--- config.mk ---
export PLATFORM = sky130hd
export DESIGN_NAME = cache_subsystem
export DESIGN_NICKNAME = d
export VERILOG_FILES = /design/src/verilog/cache_pkg.sv /design/src/verilog/cache_subsystem.sv /design/src/verilog/data_cache.sv /design/src/verilog/inst_cache.sv /design/src/verilog/mem_arbiter.sv
export VERILOG_INCLUDE_DIRS = /design/src /design/src/verilog
export SDC_FILE = /design/constraint.sdc
export NUM_CORES = 2
export LEC_CHECK = 0
export BUFFER_PORTS_ARGS = -buffer_cell sky130_fd_sc_hd__buf_4
export CORE_ASPECT_RATIO = 1.5
export CORE_UTILIZATION = 55
export CTS_CLUSTER_SIZE = 14
export DETAILED_ROUTE_END_ITERATION = 7
export PLACE_DENSITY = 0.73
export RECOVER_POWER = 50
export SYNTH_ARGS = -nofsm -noshare
export SYNTH_HDL_FRONTEND = slang
export SYNTH_SLANG_ARGS = --single-unit
export TNS_END_PERCENT = 30
--- constraint.sdc ---
create_clock -name clk -period 25.1 [get_ports clk]
set_input_delay 2.51 -clock clk [delete_from_list [all_inputs] [get_ports clk]]
set_output_delay 2.51 -clock clk [all_outputs]
set_load 0.05 [all_outputs]
--- src/verilog/cache_defs.svh ---
// widths assume 2 ways x 4 sets of 128-bit lines; cache_pkg types follow them
`ifndef CACHE_DEFS_SVH
`define CACHE_DEFS_SVH

// processor side
`define WORD_ADDR_W 30   // word address without the byte offset
`define WORD_W      32
`define WORD_SEL_W  2    // four words per line

// memory side
`define LINE_W      128
`define LINE_ADDR_W 28

// tag and index split of the word address
`define TAG_W       26
`define SET_W       2
`define N_SETS      4

`endif

--- src/verilog/cache_pkg.sv ---
// shared request, response and line types; all widths come from cache_defs.svh
`include "cache_defs.svh"

package cache_pkg;

	// lookup view of a word address
	typedef struct packed {
		logic [`TAG_W-1:0]      tag;
		logic [`SET_W-1:0]      set;
		logic [`WORD_SEL_W-1:0] wsel;
	} addr_fields_t;

	// fill view with the line address in the upper bits
	typedef struct packed {
		logic [`LINE_ADDR_W-1:0] line;
		logic [`WORD_SEL_W-1:0]  wsel;
	} line_view_t;

	typedef union packed {
		addr_fields_t fields;
		line_view_t   lview;
	} proc_addr_u;

	typedef struct packed {
		logic               read;
		logic               write;
		proc_addr_u         addr;
		logic [`WORD_W-1:0] wdata;
	} cpu_req_t;

	typedef struct packed {
		logic               stall;
		logic [`WORD_W-1:0] rdata;
	} cpu_rsp_t;

	typedef struct packed {
		logic                    read;
		logic                    write;
		logic [`LINE_ADDR_W-1:0] addr;
		logic [`LINE_W-1:0]      wdata;
	} mem_req_t;

	typedef struct packed {
		logic [`LINE_W-1:0] rdata;
		logic               ready;
	} mem_rsp_t;

	typedef struct packed {
		logic               lru;    // set on fill, cleared on the other way
		logic               valid;
		logic               dirty;  // stays 0 in the instruction cache
		logic [`TAG_W-1:0]  tag;
		logic [`LINE_W-1:0] data;
	} cache_line_t;

endpackage

--- src/verilog/cache_subsystem.sv ---
// two caches on one shared line port; no request may change while its stall is high
`timescale 1ns/1ps
`include "cache_defs.svh"

module cache_subsystem (
	input  logic                clk,
	input  logic                proc_reset,
	input  cache_pkg::cpu_req_t ic_req,
	output cache_pkg::cpu_rsp_t ic_rsp,
	input  cache_pkg::cpu_req_t dc_req,
	output cache_pkg::cpu_rsp_t dc_rsp,
	output cache_pkg::mem_req_t mem_req,
	input  cache_pkg::mem_rsp_t mem_rsp
);
	import cache_pkg::*;

	mem_req_t ic_mem_req;
	mem_req_t dc_mem_req;
	mem_rsp_t ic_mem_rsp;
	mem_rsp_t dc_mem_rsp;

	// union views must cover exactly one word address
	if ($bits(proc_addr_u) != `WORD_ADDR_W) begin : g_addr_check
		$error("proc_addr_u does not match the word address width");
	end

	inst_cache u_inst_cache (
		.clk        (clk),
		.proc_reset (proc_reset),
		.req        (ic_req),
		.rsp        (ic_rsp),
		.mem_req    (ic_mem_req),
		.mem_rsp    (ic_mem_rsp)
	);

	data_cache u_data_cache (
		.clk        (clk),
		.proc_reset (proc_reset),
		.req        (dc_req),
		.rsp        (dc_rsp),
		.mem_req    (dc_mem_req),
		.mem_rsp    (dc_mem_rsp)
	);

	mem_arbiter u_mem_arbiter (
		.clk        (clk),
		.proc_reset (proc_reset),
		.ic_req     (ic_mem_req),
		.dc_req     (dc_mem_req),
		.ic_rsp     (ic_mem_rsp),
		.dc_rsp     (dc_mem_rsp),
		.mem_req    (mem_req),
		.mem_rsp    (mem_rsp)
	);

endmodule

--- src/verilog/data_cache.sv ---
// write-back, write-allocate; a dirty victim goes to memory before the fill, hits keep lru as is
`timescale 1ns/1ps
`include "cache_defs.svh"

module data_cache (
	input  logic                clk,
	input  logic                proc_reset,
	input  cache_pkg::cpu_req_t req,
	output cache_pkg::cpu_rsp_t rsp,
	output cache_pkg::mem_req_t mem_req,
	input  cache_pkg::mem_rsp_t mem_rsp
);
	import cache_pkg::*;

	typedef enum logic [1:0] {
		S_COMPARE,
		S_WRITE_BACK,
		S_ALLOCATE
	} state_t;

	state_t                 state;
	cache_line_t            way [2][`N_SETS];   // [way][set]
	cache_line_t            vline;              // replacement candidate in this set
	logic [`SET_W-1:0]      set;
	logic [`WORD_SEL_W-1:0] wsel;
	logic [1:0]             hit;
	logic                   hit_way;
	logic                   miss;
	logic                   victim;

	assign set     = req.addr.fields.set;
	assign wsel    = req.addr.fields.wsel;
	assign victim  = way[0][set].lru;           // lru clear marks the way to replace
	assign vline   = way[victim][set];
	assign hit_way = hit[1];
	assign miss    = (req.read || req.write) && (hit == 2'b00);

	always_comb begin
		for (int w = 0; w < 2; w++) begin
			hit[w] = way[w][set].valid && (way[w][set].tag == req.addr.fields.tag);
		end
	end

	// ------------------------------
	// processor and memory outputs
	// ------------------------------
	always_comb begin
		rsp     = '0;
		mem_req = '0;
		case (state)
			S_COMPARE: begin
				rsp.stall = miss;
				if (!miss) begin
					rsp.rdata = way[hit_way][set].data[wsel*`WORD_W +: `WORD_W];
				end
			end
			S_WRITE_BACK: begin
				rsp.stall     = 1'b1;
				mem_req.write = 1'b1;
				mem_req.addr  = {vline.tag, set};   // victim's own line
				mem_req.wdata = vline.data;
			end
			S_ALLOCATE: begin
				rsp.stall    = 1'b1;
				mem_req.read = 1'b1;
				mem_req.addr = req.addr.lview.line;
			end
			default: begin
				rsp.stall = 1'b1;
			end
		endcase
	end

	// ------------------------------
	// line state and FSM
	// ------------------------------
	always_ff @(posedge clk) begin
		if (proc_reset) begin
			state <= S_COMPARE;
			for (int s = 0; s < `N_SETS; s++) begin
				for (int w = 0; w < 2; w++) begin
					way[w][s].lru   <= 1'b0;
					way[w][s].valid <= 1'b0;
					way[w][s].dirty <= 1'b0;
				end
			end
		end else begin
			case (state)
				S_COMPARE: begin
					if (miss) begin
						state <= vline.dirty ? S_WRITE_BACK : S_ALLOCATE;
					end else if (req.write) begin
						// write hit updates the word in place
						way[hit_way][set].data[wsel*`WORD_W +: `WORD_W] <= req.wdata;
						way[hit_way][set].dirty <= 1'b1;
					end
				end
				S_WRITE_BACK: begin
					if (mem_rsp.ready) begin
						way[victim][set].dirty <= 1'b0;   // memory copy now current
						state <= S_ALLOCATE;
					end
				end
				S_ALLOCATE: begin
					if (mem_rsp.ready) begin
						way[victim][set] <= '{lru: 1'b1, valid: 1'b1, dirty: 1'b0,
							tag: req.addr.fields.tag, data: mem_rsp.rdata};
						way[!victim][set].lru <= 1'b0;
						state <= S_COMPARE;
					end
				end
				default: begin
					state <= S_COMPARE;
				end
			endcase
		end
	end

	// ------------------------------
	a_rw_excl: assert property (@(posedge clk) disable iff (proc_reset)
		!(mem_req.read && mem_req.write))
		else $error("data_cache: read and write together on mem_req");
	// write-back only ends on the memory's ready
	a_wb_hold: assert property (@(posedge clk) disable iff (proc_reset)
		(state == S_WRITE_BACK && !mem_rsp.ready) |=> (state == S_WRITE_BACK))
		else $error("data_cache: left write_back without ready");

endmodule

--- src/verilog/inst_cache.sv ---
// read-only, so req.write and req.wdata are ignored; req must be held while stall is high
`timescale 1ns/1ps
`include "cache_defs.svh"

module inst_cache (
	input  logic                clk,
	input  logic                proc_reset,
	input  cache_pkg::cpu_req_t req,
	output cache_pkg::cpu_rsp_t rsp,
	output cache_pkg::mem_req_t mem_req,
	input  cache_pkg::mem_rsp_t mem_rsp
);
	import cache_pkg::*;

	typedef enum logic {
		S_COMPARE,
		S_ALLOCATE
	} state_t;

	state_t                 state;
	cache_line_t            way [2][`N_SETS];   // [way][set]
	logic [`SET_W-1:0]      set;
	logic [`WORD_SEL_W-1:0] wsel;
	logic [1:0]             hit;
	logic                   miss;
	logic                   victim;             // way whose lru bit is clear

	assign set    = req.addr.fields.set;
	assign wsel   = req.addr.fields.wsel;
	assign victim = way[0][set].lru;
	assign miss   = req.read && (hit == 2'b00);

	always_comb begin
		for (int w = 0; w < 2; w++) begin
			hit[w] = way[w][set].valid && (way[w][set].tag == req.addr.fields.tag);
		end
	end

	// ------------------------------
	// processor and memory outputs
	// ------------------------------
	always_comb begin
		rsp     = '0;
		mem_req = '0;
		case (state)
			S_COMPARE: begin
				rsp.stall = miss;
				if (!miss) begin
					rsp.rdata = way[hit[1]][set].data[wsel*`WORD_W +: `WORD_W];
				end
			end
			S_ALLOCATE: begin
				rsp.stall    = 1'b1;
				mem_req.read = 1'b1;                  // held through the ready cycle
				mem_req.addr = req.addr.lview.line;
			end
		endcase
	end

	always_ff @(posedge clk) begin
		if (proc_reset) begin
			state <= S_COMPARE;
			for (int s = 0; s < `N_SETS; s++) begin
				for (int w = 0; w < 2; w++) begin
					way[w][s].lru   <= 1'b0;
					way[w][s].valid <= 1'b0;
					way[w][s].dirty <= 1'b0;
				end
			end
		end else begin
			case (state)
				S_COMPARE: begin
					if (miss) begin
						state <= S_ALLOCATE;
					end
				end
				S_ALLOCATE: begin
					if (mem_rsp.ready) begin
						way[victim][set] <= '{lru: 1'b1, valid: 1'b1, dirty: 1'b0,
							tag: req.addr.fields.tag, data: mem_rsp.rdata};
						way[!victim][set].lru <= 1'b0;
						state <= S_COMPARE;
					end
				end
			endcase
		end
	end

	// ------------------------------
	a_no_write: assert property (@(posedge clk) disable iff (proc_reset) !mem_req.write)
		else $error("inst_cache: write on mem_req");
	// held request hits right after its fill
	a_fill_hits: assert property (@(posedge clk) disable iff (proc_reset)
		(state == S_ALLOCATE && mem_rsp.ready) |=> !rsp.stall)
		else $error("inst_cache: still stalled after fill");

endmodule

--- src/verilog/mem_arbiter.sv ---
// data cache has fixed priority and holds the grant until ready; data misses can delay ifetch
`timescale 1ns/1ps

module mem_arbiter (
	input  logic                clk,
	input  logic                proc_reset,
	input  cache_pkg::mem_req_t ic_req,
	input  cache_pkg::mem_req_t dc_req,
	output cache_pkg::mem_rsp_t ic_rsp,
	output cache_pkg::mem_rsp_t dc_rsp,
	output cache_pkg::mem_req_t mem_req,
	input  cache_pkg::mem_rsp_t mem_rsp
);

	typedef enum logic {
		OWN_IC,
		OWN_DC
	} owner_t;

	logic   busy;      // grant locked while a transfer is in flight
	owner_t owner;
	owner_t sel;
	logic   dc_want;

	assign dc_want = dc_req.read || dc_req.write;
	assign sel     = busy ? owner : (dc_want ? OWN_DC : OWN_IC);
	assign mem_req = (sel == OWN_DC) ? dc_req : ic_req;

	// rdata fans out to both and only ready is steered
	always_comb begin
		ic_rsp       = mem_rsp;
		dc_rsp       = mem_rsp;
		ic_rsp.ready = mem_rsp.ready && (sel == OWN_IC);
		dc_rsp.ready = mem_rsp.ready && (sel == OWN_DC);
	end

	always_ff @(posedge clk) begin
		if (proc_reset) begin
			busy  <= 1'b0;
			owner <= OWN_IC;
		end else begin
			busy  <= (mem_req.read || mem_req.write) && !mem_rsp.ready;  // free on ready
			owner <= sel;
		end
	end

	// ------------------------------
	a_one_ready: assert property (@(posedge clk) disable iff (proc_reset)
		!(ic_rsp.ready && dc_rsp.ready))
		else $error("mem_arbiter: ready sent to both caches");
	// granted cache keeps its address until ready
	a_addr_hold: assert property (@(posedge clk) disable iff (proc_reset)
		((mem_req.read || mem_req.write) && !mem_rsp.ready) |=> $stable(mem_req.addr))
		else $error("mem_arbiter: address changed during a transfer");

endmodule
==> summary.md <==
| Metric | Value |
|---|---|
| Outcome | finished with violations |
| Violated checks | capacitance limit, slew limit |
| Dpl hpwl | between 150,000 and 200,000 µm |
| Initial core utilization | 55.6% |
| Share of flip-flops with an asynchronous set or reset | 0% |
| Pre-CTS setup slack | 13,740 ps |
| Router iterations before antenna repair | 6 |
| CORE AREA | roughly 180,000 µm² |
| DIE AREA | 188,000 µm² |
| Largest net degree at the start of global routing | 137 |
| CTS root buffer | clkbuf_16 |
| CP Launch Type | input pin |
| Max_cap viols | 24 |
| Post-route DRC violation count | 0 |
| Drt total wl | ~290,000 µm |
| Mapped Area | a little over 100,000 µm² |
| Most frequent cells in the layout | edfxtp_1 (2,488), mux4_2 (591), buf_4 (538) |
| Clock transition at path regs | 70 ps |
| Adder-Cell Fraction of Synth Area | less than 1% |
| Final WS setup | around 9600 ps |
| Rows | 193 |
| Setup TNS | 0 ps |
| Clock buffer count from CTS | 216 |
| Die height | 531 µm |
| Nets | 6,197 |
| Final hold vios | 0 |
| Fin crit period | 15,510 ps |
| Port Buf Inserts | 449 |
| Tot GR Track Use | a little under a third |
| Mapped Cells | 5,500 |
| Worst Skew | 37.3 ps |
| Clock Sinks | 2,501 |
| Later-pin clock latency in the skew report | 860 ps |
| Sequential cell area fraction in the yosys report | 73.0% |
| Seq cells post-synth | 2,501 |
| Fillers | 12,700 |
| Synth Flop Type | edfxtp_1 |
| CP required | 25,280 ps |
| Design area | around 110,000 µm² |
| Avg Inst Size Synth | 18.7 µm² |
| Wire per inst | 34.6 µm |
| Die X | 355 µm |
| Cell variety after synth | 67 |
| Most common cell after layout, fill and taps aside | edfxtp_1 |
| Post-synth top area cell | edfxtp_1 |
| Cts hold-fix bufs | 0 |
| Crit. End Element | register |
| Post-synth EDFFs | 2,488 |
| Placed inst area | 109,000 µm² |
| First DRT Iteration DRCs | 7,421 |
| Worst slew pin tran | 9230 ps |
| Post-Synth Simple-Gate Area | between 4 and 5% |
| Synthesis-to-layout area growth | 11.8% |
| GRT overflow | 0 |
| Drt via density | 6.79 |
| Largest family of logic cells by synthesized area | multiplexers |
| Worst-path maximum fanout | 122 |
| RSZ-0062 raised after global routing | no |
| Peak supply drop | 0.0000658 V |
| Post-synth net total | 5,767 |
| Placer Congestion | 0.953 |
| Final setup vio count | 0 |
| Crit Path Category | input pin to register |
| Synth Area in XOR/XNOR | 0.768% |
| Final count of pins violating max slew | 1,394 |
| CTS tree | built |
| Worst hold path type | register to register |
| Total setup buffers inserted after CTS | 0 |
| Top cell type's share of synthesized area | 72.8% |
| Routed Antenna Nets | 0 |
| Yosys warning total | 0 |
| I/O Pins | approximately 480 |
| First-pass GRT wire length | 411,000 µm |
| Clock Path Buffers | 4 |
| Lkg Pwr | 40.0 nW |
| Share of cells above drive strength 1 | 24.3% |
| Pwr per Cell Area | around 74 nW/µm² |
| H-tree depth | 4 |
| Final worst-path cycle share | 61.8% |
| Initial antenna violation count | 41 |
| Number of global-route vias before repair | 55,800 |
| Critical path arrival | 15,690 ps |
| Routed via count | around 58,000 |
| Post-cts resize count | 0 |
| Top cells by area, synth | edfxtp_1 (73%), mux4_2 (13%), mux2i_1 (2.9%) |
| Synth Area in Compound Gates | under 10% |
| Rel. slew slack | -516% |
| Mux cell area share after synthesis | 16.0% |
| Highest clock rate | approximately 64 MHz |
-- worst paths after layout --
| path | startpoint | endpoint | slack (ps) | cells past startpoint |
|---|---|---|---|---|
| max | ic_req[34] | u_inst_cache.way[1][422]$_DFFE_PP_ | 9590 | 5 |
| min | u_data_cache.way[0][156]$_SDFFE_PP0P_ | u_data_cache.way[0][156]$_SDFFE_PP0P_ | 460 | 1 |
| max reg2reg | u_data_cache.state[0]$_SDFFE_PP0P_ | u_inst_cache.way[0][234]$_DFFE_PP_ | 13580 | 9 |
| min reg2reg | u_data_cache.way[0][156]$_SDFFE_PP0P_ | u_data_cache.way[0][156]$_SDFFE_PP0P_ | 460 | 1 |
-- synthesized netlist by cell type (all sizes together), types with 4 or more instances --
library cell     n
edfxtp        2488
mux4           591
nand2          485
mux2i          296
clkbuf         228
a21oi          188
o21ai          188
and3           157
nor2           154
buf            134
a211oi          69
and2            59
xnor2           58
nand2b          41
a22o            35
a221o           34
o211a           32
xor2            32
a22oi           31
inv             26
nor3            14
nor4            14
dfxtp           13
mux2            11
o22ai           11
nand4           10
a21o             9
a31o             9
ha               8
nand3            7
or2              7
nor2b            6
o2111ai          5
a2111oi          4
a31oi            4
and4             4
nor4b            4
-- per-stage QoR --
step / power (mW) / hold WS [ps] / instances / utilization [%]
final: 8.50 / 460 / 8492 / 62.1
after global routing: 8.69 / 503 / 8477 / 62.1
after CTS: 8.50 / 458 / 8474 / 62.2
after detailed placement: 5.57 / 442 / 8148 / 59.0
after global placement: 5.55 / 434 / 8148 / 59.0
after floorplan: 5.23 / 426 / 5500 / -
-- registers in the layout (all words and copies together), names as in the netlist --
signal and cells:
u_inst_cache.way 1244, u_mem_arbiter.busy 1, u_data_cache.state 2, u_data_cache.way 1252, u_mem_arbiter.owner 1, u_inst_cache.state 1
-- critical path, stage by stage --
cell and delay (ps):
buf_8 440, clkbuf_1 4500, mux4_2 1070, nor4b_1 400
clkbuf_1 6380
-- kinds of logic after synthesis --
group                      Yosys count
and+or+nand+nor                    967
xor gates and xnor gates            90
buffers and inverters              389
DFF                               2501
adders and majority gates            8
muxes                              898
AOI/OAI and AO/OA                  647
-- area by class of cell --
class                           count  area [µm²]  area share (%)
Inverter                           27         103          0.0894
Clock inverter                     54         293           0.255
Timing Repair Buffer              574        4290            3.74
Multi-Input combinational cell   2610       26300            22.9
Sequential cell                  2501       75000            65.3
Clock buffer                      272        5700            4.96
Tap cell                         2437        3050            2.66
Antenna cell                       17        42.5          0.0371
-- report_power, final --
group | total [mW] | switching (mW) | internal, mW
sequential | 4.63 | 0.00798 | 4.62
combinational | 0.865 | 0.614 | 0.251
clock | 3.00 | 1.40 | 1.60
-- routing by layer --
layer | global-route usage (%) | vias to the layer above | part of all wire [%]
li1 | - | 23000 | -
met1 | 40.5 | 29800 | 34
met2 | 47.3 | 4070 | 46
met3 | 10.1 | 704 | 14
met4 | 14.8 | 42 | 5.4
met5 | 0 | - | 0.096
(Power assumes the default switching activity.)
